===== src/design/ifu_pkg.sv =====
package ifu_pkg;

   // ******************************
   // address and payload types
   // ******************************
   typedef logic [31:1] pc_t;             // halfword instruction address
   typedef logic [15:0] halfword_t;       // one instruction parcel
   typedef logic [31:0] instr_t;          // to decode, 2-byte kind has upper half zero
   typedef logic [63:0] fetch_blk_t;      // four parcels, lowest address in [15:0]
   typedef logic [31:3] blk_addr_t;       // 8-byte block address

   localparam int BLK_HW = 4;             // parcels per fetch block

   // ******************************
   // icache entries
   // ******************************
   // full block address kept in the tag
   // so the line count can change freely
   typedef struct packed {
      logic      valid;                   // line filled
      blk_addr_t blk;                     // block held by the line
   } ic_tag_t;

   // ******************************
   // axi read channel
   // ******************************
   typedef logic [1:0] axi_resp_t;        // rresp encoding
   localparam axi_resp_t AXI_OKAY = 2'b00;   // only good response

endpackage


===== src/design/ifu_ic_array.sv =====
`timescale 1ns/1ns

module ifu_ic_array #(
   parameter int  depth   = 16,           // lines, power of two
   parameter type entry_t = logic         // tag or data entry
) (
   input  logic                     clk,
   input  logic                     rst,
   input  logic                     rd_en,      // lookup this cycle
   input  logic [$clog2(depth)-1:0] rd_idx,
   output entry_t                   rd_entry,   // valid one cycle after rd_en
   input  logic                     wr_en,      // fill
   input  logic [$clog2(depth)-1:0] wr_idx,
   input  entry_t                   wr_entry
);

   entry_t mem [depth];                   // storage, one entry per line

   // write port, reset wipes every line
   always_ff @(posedge clk) begin
      if (rst) begin
         for (int i = 0; i < depth; i++) begin
            mem[i] <= '0;                 // clears tag valid bits
         end
      end else if (wr_en) begin
         mem[wr_idx] <= wr_entry;
      end
   end

   // registered read, holds when idle
   always_ff @(posedge clk) begin
      if (rd_en) begin
         rd_entry <= mem[rd_idx];
      end
   end

endmodule


===== src/design/ifu_ifc_ctl.sv =====
`timescale 1ns/1ns

module ifu_ifc_ctl #(
   parameter logic [31:0] reset_pc = 32'h0000_0000   // byte address of first fetch
) (
   input  logic         clk,
   input  logic         rst,
   input  logic         exu_flush_final,        // redirect request
   input  ifu_pkg::pc_t exu_flush_path_final,   // redirect target
   input  logic [1:0]   aln_free,               // empty aligner slots
   input  logic         fetch_ack,              // request taken by mem ctl
   input  logic         blk_valid,              // block delivered to aligner
   output logic         fetch_req,              // ask for the block at fetch_addr
   output ifu_pkg::pc_t fetch_addr              // current fetch pc
);

   logic [1:0]         in_flight;               // acked blocks not yet back
   ifu_pkg::blk_addr_t next_blk;                // block following fetch_addr

   assign next_blk = fetch_addr[31:3] + 29'd1;

   // ******************************
   // request pacing
   // ******************************
   // each acked block already owns a free slot
   assign fetch_req = ~exu_flush_final & (in_flight < aln_free);   // no stale req on redirect

   always_ff @(posedge clk) begin
      if (rst) begin
         in_flight <= 2'd0;
      end else if (exu_flush_final) begin
         in_flight <= 2'd0;                     // mem ctl drops pending returns
      end else begin
         in_flight <= in_flight + {1'b0, fetch_ack} - {1'b0, blk_valid};
      end
   end

   // ******************************
   // fetch address
   // ******************************
   always_ff @(posedge clk) begin
      if (rst) begin
         fetch_addr <= reset_pc[31:1];          // halfword part of start address
      end else if (exu_flush_final) begin
         fetch_addr <= exu_flush_path_final;    // may land mid block
      end else if (fetch_ack) begin
         fetch_addr <= {next_blk, 2'b00};       // sequential, block aligned
      end
   end

endmodule


===== src/design/ifu_mem_ctl.sv =====
`timescale 1ns/1ns

module ifu_mem_ctl #(
   parameter int ic_lines = 16                  // direct mapped lines
) (
   input  logic                clk,
   input  logic                rst,
   input  logic                exu_flush_final,     // discard unreturned block
   input  logic                fetch_req,
   input  ifu_pkg::pc_t        fetch_addr,
   output logic                fetch_ack,           // request accepted this cycle
   output logic                blk_valid,           // block to aligner
   output ifu_pkg::pc_t        blk_pc,              // pc that was requested
   output ifu_pkg::fetch_blk_t blk_data,
   output logic                blk_fault,           // bus error on fill
   output logic                ifu_axi_arvalid,
   input  logic                ifu_axi_arready,
   output logic [31:0]         ifu_axi_araddr,
   input  logic                ifu_axi_rvalid,
   output logic                ifu_axi_rready,
   input  logic [63:0]         ifu_axi_rdata,
   input  ifu_pkg::axi_resp_t  ifu_axi_rresp,
   output logic                ifu_miss_state_idle  // no read outstanding
);

   localparam int idx_w = $clog2(ic_lines);     // line index bits

   typedef enum logic [1:0] {
      miss_idle,                                // lookups allowed
      miss_addr,                                // ar waiting for arready
      miss_data                                 // waiting for r beat
   } miss_state_t;

   miss_state_t         miss_state;
   miss_state_t         miss_state_nxt;
   logic                lk_vld;                 // compare cycle of a lookup
   ifu_pkg::pc_t        lk_pc;                  // looked up pc, held over a miss
   ifu_pkg::ic_tag_t    tag_rd;
   ifu_pkg::ic_tag_t    tag_wr;
   ifu_pkg::fetch_blk_t data_rd;
   logic                tag_hit;
   logic                hit_ret;                // hit block goes out now
   logic                miss_start;             // lookup missed, go to bus
   logic                r_take;                 // r beat accepted
   logic                fill_ok;                // write both arrays
   logic                miss_drop;              // redirect seen during miss
   logic                fill_ret;               // filled block goes out now
   logic                fill_fault;
   ifu_pkg::fetch_blk_t fill_data;

   // ******************************
   // lookup
   // ******************************
   assign fetch_ack = fetch_req & (miss_state == miss_idle) & ~miss_start;   // idle or hitting

   always_ff @(posedge clk) begin
      if (rst) begin
         lk_vld <= 1'b0;
      end else begin
         lk_vld <= fetch_ack;
      end
   end

   always_ff @(posedge clk) begin
      if (fetch_ack) begin
         lk_pc <= fetch_addr;
      end
   end

   ifu_ic_array #(
      .depth   (ic_lines),
      .entry_t (ifu_pkg::ic_tag_t)
   ) i_tag_array (
      .clk      (clk),
      .rst      (rst),
      .rd_en    (fetch_ack),
      .rd_idx   (fetch_addr[3 +: idx_w]),
      .rd_entry (tag_rd),
      .wr_en    (fill_ok),
      .wr_idx   (lk_pc[3 +: idx_w]),
      .wr_entry (tag_wr)
   );

   ifu_ic_array #(
      .depth   (ic_lines),
      .entry_t (ifu_pkg::fetch_blk_t)
   ) i_data_array (
      .clk      (clk),
      .rst      (rst),
      .rd_en    (fetch_ack),
      .rd_idx   (fetch_addr[3 +: idx_w]),
      .rd_entry (data_rd),
      .wr_en    (fill_ok),
      .wr_idx   (lk_pc[3 +: idx_w]),
      .wr_entry (ifu_axi_rdata)
   );

   assign tag_hit    = tag_rd.valid & (tag_rd.blk == lk_pc[31:3]);
   assign hit_ret    = lk_vld & tag_hit;
   assign miss_start = lk_vld & ~tag_hit;
   assign tag_wr.valid = 1'b1;
   assign tag_wr.blk   = lk_pc[31:3];

   // ******************************
   // miss fsm and axi read
   // ******************************
   always_comb begin
      miss_state_nxt = miss_state;
      case (miss_state)
         miss_idle: begin
            if (miss_start) begin
               miss_state_nxt = ifu_axi_arready ? miss_data : miss_addr;   // ar may go at once
            end
         end
         miss_addr: begin
            if (ifu_axi_arready) begin
               miss_state_nxt = miss_data;
            end
         end
         miss_data: begin
            if (ifu_axi_rvalid) begin
               miss_state_nxt = miss_idle;
            end
         end
         default: miss_state_nxt = miss_idle;
      endcase
   end

   always_ff @(posedge clk) begin
      if (rst) begin
         miss_state <= miss_idle;
      end else begin
         miss_state <= miss_state_nxt;
      end
   end

   assign ifu_axi_arvalid     = miss_start | (miss_state == miss_addr);   // rises on compare cycle
   assign ifu_axi_araddr      = {lk_pc[31:3], 3'b000};                   // stable, lk_pc held
   assign ifu_axi_rready      = (miss_state == miss_data);
   assign ifu_miss_state_idle = (miss_state == miss_idle);

   assign r_take  = ifu_axi_rvalid & ifu_axi_rready;
   assign fill_ok = r_take & (ifu_axi_rresp == ifu_pkg::AXI_OKAY);   // errors never cached

   // read always finishes, only the return is killed
   always_ff @(posedge clk) begin
      if (rst) begin
         miss_drop <= 1'b0;
      end else if (miss_start) begin
         miss_drop <= exu_flush_final;
      end else if (exu_flush_final) begin
         miss_drop <= 1'b1;
      end
   end

   // ******************************
   // block return
   // ******************************
   always_ff @(posedge clk) begin
      if (rst) begin
         fill_ret <= 1'b0;
      end else begin
         fill_ret <= r_take;                    // cycle after the beat
      end
   end

   always_ff @(posedge clk) begin
      if (r_take) begin
         fill_data  <= ifu_axi_rdata;
         fill_fault <= (ifu_axi_rresp != ifu_pkg::AXI_OKAY);
      end
   end

   assign blk_valid = (hit_ret | (fill_ret & ~miss_drop)) & ~exu_flush_final;
   assign blk_pc    = lk_pc;
   assign blk_data  = fill_ret ? fill_data : data_rd;   // never both in one cycle
   assign blk_fault = fill_ret & fill_fault;

endmodule


===== src/design/ifu_aln_ctl.sv =====
`timescale 1ns/1ns

module ifu_aln_ctl (
   input  logic                clk,
   input  logic                rst,
   input  logic                exu_flush_final,   // empties the buffer
   input  logic                blk_valid,
   input  ifu_pkg::pc_t        blk_pc,
   input  ifu_pkg::fetch_blk_t blk_data,
   input  logic                blk_fault,
   output logic [1:0]          aln_free,          // free entries, 0 to 2
   input  logic                dec_ready,
   output logic                ifu_i0_valid,
   output ifu_pkg::pc_t        ifu_i0_pc,
   output ifu_pkg::instr_t     ifu_i0_instr,
   output logic                ifu_i0_pc4,        // 4-byte instruction
   output logic                ifu_i0_icaf        // access fault
);

   localparam int hw_w = $clog2(ifu_pkg::BLK_HW);   // parcel pointer bits

   ifu_pkg::fetch_blk_t buf_data [2];           // block entries
   ifu_pkg::blk_addr_t  buf_blk  [2];
   logic [1:0]          buf_fault;
   logic [1:0]          buf_vld;
   logic                hd;                     // oldest entry
   logic                tl;                     // where the next block lands
   logic                nx;                     // entry holding the upper parcel
   logic [hw_w-1:0]     rp;                     // parcel pointer in head block
   logic [hw_w-1:0]     rp_inc;
   logic [hw_w:0]       rp_sum;                 // carry out frees the head
   ifu_pkg::halfword_t  parcel0;
   ifu_pkg::halfword_t  parcel1;
   logic                straddle;               // pointer at last parcel
   logic                is4;
   logic                avail;                  // whole instruction present
   logic                issue;                  // load output register
   logic                head_done;
   logic                blk_wr;
   logic                icaf_nxt;

   // ******************************
   // buffer bookkeeping
   // ******************************
   assign tl       = buf_vld[hd] ? ~hd : hd;
   assign blk_wr   = blk_valid & ~exu_flush_final;
   assign aln_free = 2'd2 - ({1'b0, buf_vld[0]} + {1'b0, buf_vld[1]});

   always_ff @(posedge clk) begin
      if (rst) begin
         buf_vld <= 2'b00;
         hd      <= 1'b0;
      end else if (exu_flush_final) begin
         buf_vld <= 2'b00;                      // older stream is gone
         hd      <= 1'b0;
      end else begin
         if (head_done) begin
            buf_vld[hd] <= 1'b0;
            hd          <= ~hd;
         end
         if (blk_wr) begin
            buf_vld[tl] <= 1'b1;                // tl never equals a freed head
         end
      end
   end

   always_ff @(posedge clk) begin
      if (blk_wr) begin
         buf_data[tl]  <= blk_data;
         buf_blk[tl]   <= blk_pc[31:3];
         buf_fault[tl] <= blk_fault;
      end
   end

   always_ff @(posedge clk) begin
      if (rst) begin
         rp <= '0;
      end else if (blk_wr & ~|buf_vld) begin
         rp <= blk_pc[2:1];                     // first block after redirect
      end else if (issue) begin
         rp <= rp_sum[hw_w-1:0];                // wraps into the next block
      end
   end

   // ******************************
   // instruction extraction
   // ******************************
   assign straddle = &rp;
   assign rp_inc   = rp + 1'b1;
   assign nx       = straddle ? ~hd : hd;
   assign parcel0  = buf_data[hd][16*rp +: 16];
   assign parcel1  = buf_data[nx][16*rp_inc +: 16];

   assign is4      = (parcel0[1:0] == 2'b11) & ~buf_fault[hd];   // faulted parcel is 2-byte
   assign avail    = buf_vld[hd] & (~(is4 & straddle) | buf_vld[~hd]);
   assign issue    = avail & (~ifu_i0_valid | dec_ready) & ~exu_flush_final;
   assign rp_sum   = {1'b0, rp} + 1'b1 + is4;
   assign head_done = issue & rp_sum[hw_w];
   assign icaf_nxt = buf_fault[hd] | (is4 & straddle & buf_fault[~hd]);

   // ******************************
   // decode output register
   // ******************************
   always_ff @(posedge clk) begin
      if (rst) begin
         ifu_i0_valid <= 1'b0;
      end else if (exu_flush_final) begin
         ifu_i0_valid <= 1'b0;
      end else if (issue) begin
         ifu_i0_valid <= 1'b1;
      end else if (dec_ready) begin
         ifu_i0_valid <= 1'b0;                  // taken, nothing behind it
      end
   end

   // fields move only on issue so they hold under back-pressure
   always_ff @(posedge clk) begin
      if (issue) begin
         ifu_i0_pc   <= {buf_blk[hd], rp};
         ifu_i0_pc4  <= is4;
         ifu_i0_icaf <= icaf_nxt;
         if (icaf_nxt) begin
            ifu_i0_instr <= '0;
         end else if (is4) begin
            ifu_i0_instr <= {parcel1, parcel0};
         end else begin
            ifu_i0_instr <= {16'h0000, parcel0};
         end
      end
   end

endmodule


===== src/design/ifu.sv =====
`timescale 1ns/1ns

module ifu #(
   parameter int          ic_lines = 16,             // icache lines
   parameter logic [31:0] reset_pc = 32'h0000_0000   // fetch start after reset
) (
   input  logic         clk,
   input  logic         rst,
   input  logic         exu_flush_final,       // redirect
   input  ifu_pkg::pc_t exu_flush_path_final,  // redirect target
   input  logic         dec_ready,             // decode takes i0

   output logic         ifu_i0_valid,
   output logic [31:1]  ifu_i0_pc,
   output logic [31:0]  ifu_i0_instr,
   output logic         ifu_i0_pc4,
   output logic         ifu_i0_icaf,

   output logic         ifu_axi_arvalid,
   input  logic         ifu_axi_arready,
   output logic [31:0]  ifu_axi_araddr,
   input  logic         ifu_axi_rvalid,
   output logic         ifu_axi_rready,
   input  logic [63:0]  ifu_axi_rdata,
   input  logic [1:0]   ifu_axi_rresp,

   output logic         ifu_miss_state_idle    // no miss outstanding
);

   logic                fetch_req;             // ifc to mem ctl
   ifu_pkg::pc_t        fetch_addr;
   logic                fetch_ack;             // mem ctl to ifc
   logic                blk_valid;             // mem ctl to aligner and ifc
   ifu_pkg::pc_t        blk_pc;
   ifu_pkg::fetch_blk_t blk_data;
   logic                blk_fault;
   logic [1:0]          aln_free;              // aligner to ifc pacing

   // ******************************
   // fetch address and pacing
   // ******************************
   ifu_ifc_ctl #(
      .reset_pc (reset_pc)
   ) i_ifc_ctl (.*);

   // ******************************
   // icache and axi miss path
   // ******************************
   ifu_mem_ctl #(
      .ic_lines (ic_lines)
   ) i_mem_ctl (.*);

   // ******************************
   // aligner toward decode
   // ******************************
   ifu_aln_ctl i_aln_ctl (.*);

endmodule


===== config.mk =====
export PLATFORM = sky130hd
export DESIGN_NAME = ifu
export DESIGN_NICKNAME = d
export VERILOG_FILES = /design/src/design/ifu_pkg.sv /design/src/design/ifu_ic_array.sv /design/src/design/ifu_ifc_ctl.sv /design/src/design/ifu_mem_ctl.sv /design/src/design/ifu_aln_ctl.sv /design/src/design/ifu.sv
export SDC_FILE = /design/constraint.sdc
export NUM_CORES = 2
export LEC_CHECK = 0
export BUFFER_PORTS_ARGS = -buffer_cell sky130_fd_sc_hd__buf_2
export CORE_UTILIZATION = 30
export DETAILED_ROUTE_END_ITERATION = 12
export RECOVER_POWER = 25
export SYNTH_ARGS = -nofsm -noshare
export SYNTH_HDL_FRONTEND = slang
export SYNTH_SLANG_ARGS = --single-unit
export TNS_END_PERCENT = 50

===== constraint.sdc =====
create_clock -name clk -period 11.2 [get_ports clk]
set_clock_uncertainty 0.1 [all_clocks]
set_input_delay 0.56 -clock clk [delete_from_list [all_inputs] [get_ports clk]]
set_output_delay 0.56 -clock clk [all_outputs]
set_load 0.02 [all_outputs]

==> impl_metrics.json <==
{
  "p_int_w": 0.0126,
  "clk_pin_slew_ns": 0.06,
  "violations": "max-capacitance violations, max-slew violations",
  "whs_endpoint": "i_ifc_ctl.fetch_addr[1]$_SDFFE_PP0P_",
  "crit_path_cell_trace": "clkbuf_1 -> mux4_2",
  "grt_pass1_wl_mm": 345,
  "sw_frac_of_total_pct": 23.1,
  "arrival_ns": 7.22,
  "syn_inst": 4915,
  "end_kind": "register",
  "yosysSeqAreaShare_pct": 69.1,
  "cts_tree": "yes",
  "synth.most_common_cell": "edfxtp_1",
  "clkPwrFrac_pct": 40.0,
  "netlist_top_cells_count": "edfxtp_1 (1,931), and2_1 (1,414), mux4_2 (534)",
  "yosys.area.top_type": "edfxtp_1",
  "syn_to_final_growth_pct": 13.8,
  "p_total_w": 0.0164,
  "nNetsFinal": 5207,
  "report.final.slew_viol_count": 1089,
  "synth.area.top_cells": "edfxtp_1 (68%), mux4_2 (14%), and2_1 (10%), clkbuf_1 (1.5%), dfxtp_1 (1.4%)",
  "vias": 45000,
  "worst_slew_pin_slew_ns": 4.01,
  "drt_iter0_drc": 5086,
  "p_sw_w": 0.00380,
  "antenna_left": 0,
  "drive_above_1_share_pct": 18.6,
  "rows": 195,
  "hold_ws_ns": 0.138,
  "gp_congestion": 0.798,
  "fmax_ghz": 0.148,
  "start_kind": "register",
  "critPathMaxStageDelay_ns": 2.95,
  "hold_violations": 0,
  "grt-ovfl-total": 0,
  "core_area_sq_um": 283000,
  "rsz0062_at_grt": "no",
  "routed_via_density": 4.98,
  "cts_max_level": 4,
  "synth_edf_count": 1931,
  "post-cts-setup-buffer-count": 0,
  "ys_ff_latch": 1992,
  "critical_path_class": "reg2reg",
  "start_util_pct": 30.3,
  "fillCellCount": 26600,
  "synthArstFlopShare_pct": 0,
  "wirelength_mm": 245,
  "hold_start": "exu_flush_path_final[1]",
  "pwr-share-seq_pct": 52.2,
  "path_max_fanout": 37,
  "antenna_found_initial": 44,
  "setup_viol": 0,
  "max-cap-violations": 31,
  "status": "finished, violations left",
  "ir_worst_vdd_v": 0.000164,
  "cts_made_buffers": 198,
  "track_usage_pct": 16.8,
  "hold_path_depth": 3,
  "r2r_cells": 2,
  "grt_pass1_vias": 45800,
  "grt_max_degree": 151,
  "die_y_microns": 537,
  "drcViolationCount": 0,
  "cts_root_buf": "clkbuf_16",
  "crit_required_ns": 11.64,
  "pwr-share-comb_pct": 7.7,
  "syn_area_per_cell_sq_um": 17.4,
  "holdBufCountCts": 71,
  "rr_startpoint": "i_ifc_ctl.fetch_addr[4]$_SDFFE_PP0P_",
  "reg2reg_to": "i_mem_ctl.i_data_array.rd_entry[42]$_DFFE_PP_",
  "setup_tns_ns": 0,
  "p_leak_nw": 32.9,
  "rrSetupSlack_ns": 4.43,
  "fin_crit_ns": 6.77,
  "crit_path_top_delay_cell": "clkbuf_1",
  "slew_headroom_pct": -167,
  "power.density_nw_per_um2": 168,
  "yosys_warnings": 0,
  "cts_buffer_depth": 3,
  "synth_area_sq_um": 85700,
  "drtPass1Iterations": 5,
  "ys_types": 60,
  "fin_crit_sh_pct": 60.5,
  "cts_resized": 0,
  "io_pins": 204,
  "portBuffers": 200,
  "clock_latency_ns": 0.83,
  "cts_sinks": 1992,
  "die_x_microns": 537,
  "wl_per_cell_microns": 27.1,
  "yosysTopAreaCellShare_pct": 67.6,
  "dpl.hpwl_mm": 139,
  "worstHoldPathType": "in2reg",
  "yosys_most_used_dff": "edfxtp_1",
  "die_area_sq_um": 288000
}
-- worst max path at each step --
| stage | startpoint | endpoint | depth (start not counted) |
|---|---|---|---|
| 4_1_cts | i_mem_ctl.blk_pc[22]$_DFFE_PP_ | i_mem_ctl.i_data_array.rd_entry[29]$_DFFE_PP_ | 8 |
| 5_1_grt | i_ifc_ctl.fetch_addr[4]$_SDFFE_PP0P_ | i_mem_ctl.i_data_array.rd_entry[42]$_DFFE_PP_ | 2 |
| 6_report | i_ifc_ctl.fetch_addr[4]$_SDFFE_PP0P_ | i_mem_ctl.i_data_array.rd_entry[42]$_DFFE_PP_ | 2 |
| 2_1_floorplan | ifu_axi_rresp[1] | i_mem_ctl.i_data_array.mem[1][0]$_SDFFCE_PN0P_ | 5 |
| 3_3_place_gp | ifu_axi_rresp[1] | i_mem_ctl.i_data_array.mem[7][21]$_SDFFCE_PN0P_ | 7 |
| 3_5_place_dp | ifu_axi_rresp[1] | i_mem_ctl.i_data_array.mem[7][21]$_SDFFCE_PN0P_ | 7 |
-- worst max-delay path, delay by kind of cell (launching register included) --
family | cells | cell delay [ns]
buffers and inverters | 1 | 2.95
DFF | 1 | 2.50
muxes | 1 | 0.85
-- flip-flops by register name, summed over array words and instances (netlist names), 30 cells and up, named ones only --
signal / cells
i_aln_ctl.buf_blk: 58
i_aln_ctl.buf_data: 128
i_aln_ctl.ifu_i0_instr: 32
i_aln_ctl.ifu_i0_pc: 31
i_ifc_ctl.fetch_addr: 31
i_mem_ctl.blk_pc: 31
i_mem_ctl.fill_data: 64
i_mem_ctl.i_data_array.mem: 1024
i_mem_ctl.i_data_array.rd_entry: 64
i_mem_ctl.i_tag_array.mem: 480
i_mem_ctl.i_tag_array.rd_entry: 30
-- power groups by stage --
| stage | Combinational [W] | Sequential (W) | Clock (W) |
|---|---|---|---|
| 6_report | 0.00127 | 0.00858 | 0.00658 |
| 5_1_grt | 0.00133 | 0.00861 | 0.00695 |
| 4_1_cts | 0.00130 | 0.00858 | 0.00667 |
| 3_5_place_dp | 0.00127 | 0.00874 | 0 |
| 3_3_place_gp | 0.00127 | 0.00873 | 0 |
| 2_1_floorplan | 0.000782 | 0.00872 | 0 |
-- placed cells by master (no fill, tap or decap), types with 26 or more instances in the layout --
master,instances
clkbuf_16,200
dlygate4sd3_1,71
mux2_1,73
clkbuf_1,266
buf_4,64
and2_1,1286
buf_2,38
xnor2_1,26
conb_1,35
clkinv_1,38
dfxtp_1,56
nor3_1,34
mux2i_1,33
nor2_1,90
and2_0,128
edfxtp_1,1931
mux4_2,534
clkinv_2,37
-- kinds of logic after synthesis --
| kind of cell | after synthesis | synth area share [%] |
|---|---|---|
| flip-flops | 1992 | 69.1 |
| AND/OR/NAND/NOR | 1652 | 11.7 |
| multiplexers | 663 | 15.7 |
| buffers and inverters | 460 | 2.17 |
| AO/OA/AOI/OAI | 90 | 0.765 |
| XOR/XNOR | 49 | 0.501 |
| adder cells (fa/ha/maj) | 8 | 0.117 |
| other | 1 | 0.00437 |
-- final cells by class --
cell class | instances | area (sq um) | share of cell area [%]
Sequential cell | 1992 | 59200 | 60.7
Multi-Input combinational cell | 2497 | 25000 | 25.6
Clock buffer | 263 | 5280 | 5.41
Tap cell | 3743 | 4680 | 4.80
Timing Repair Buffer | 384 | 2240 | 2.29
Clock inverter | 104 | 1030 | 1.05
Inverter | 23 | 92.6 | 0.0949
Antenna cell | 16 | 40.0 | 0.0410
-- stage by stage --
stage / setup WS [ns] / cells / instance area [sq um] / util, %
CTS: 5.88 / 9006 / 98000 / 34.6
global placement: 5.85 / 8568 / 91000 / 32.1
detailed placement: 5.81 / 8568 / 91000 / 32.1
finish: 4.43 / 9022 / 97600 / 34.4
global route: 3.79 / 9010 / 97500 / 34.4
floorplan: 2.12 / 4949 / 85900 / -
-- metal layers --
metal	track usage, %	wire length, microns	share of wire (%)	up-vias
met1	21.8	96800	40	23800
met5	0	98	0.040	-
met2	27.6	118000	48	1899
li1	-	-	-	18900
met3	4.05	20900	8.6	358
met4	5.82	8550	3.5	14
Note: power is estimated with default switching activity, not from simulation.
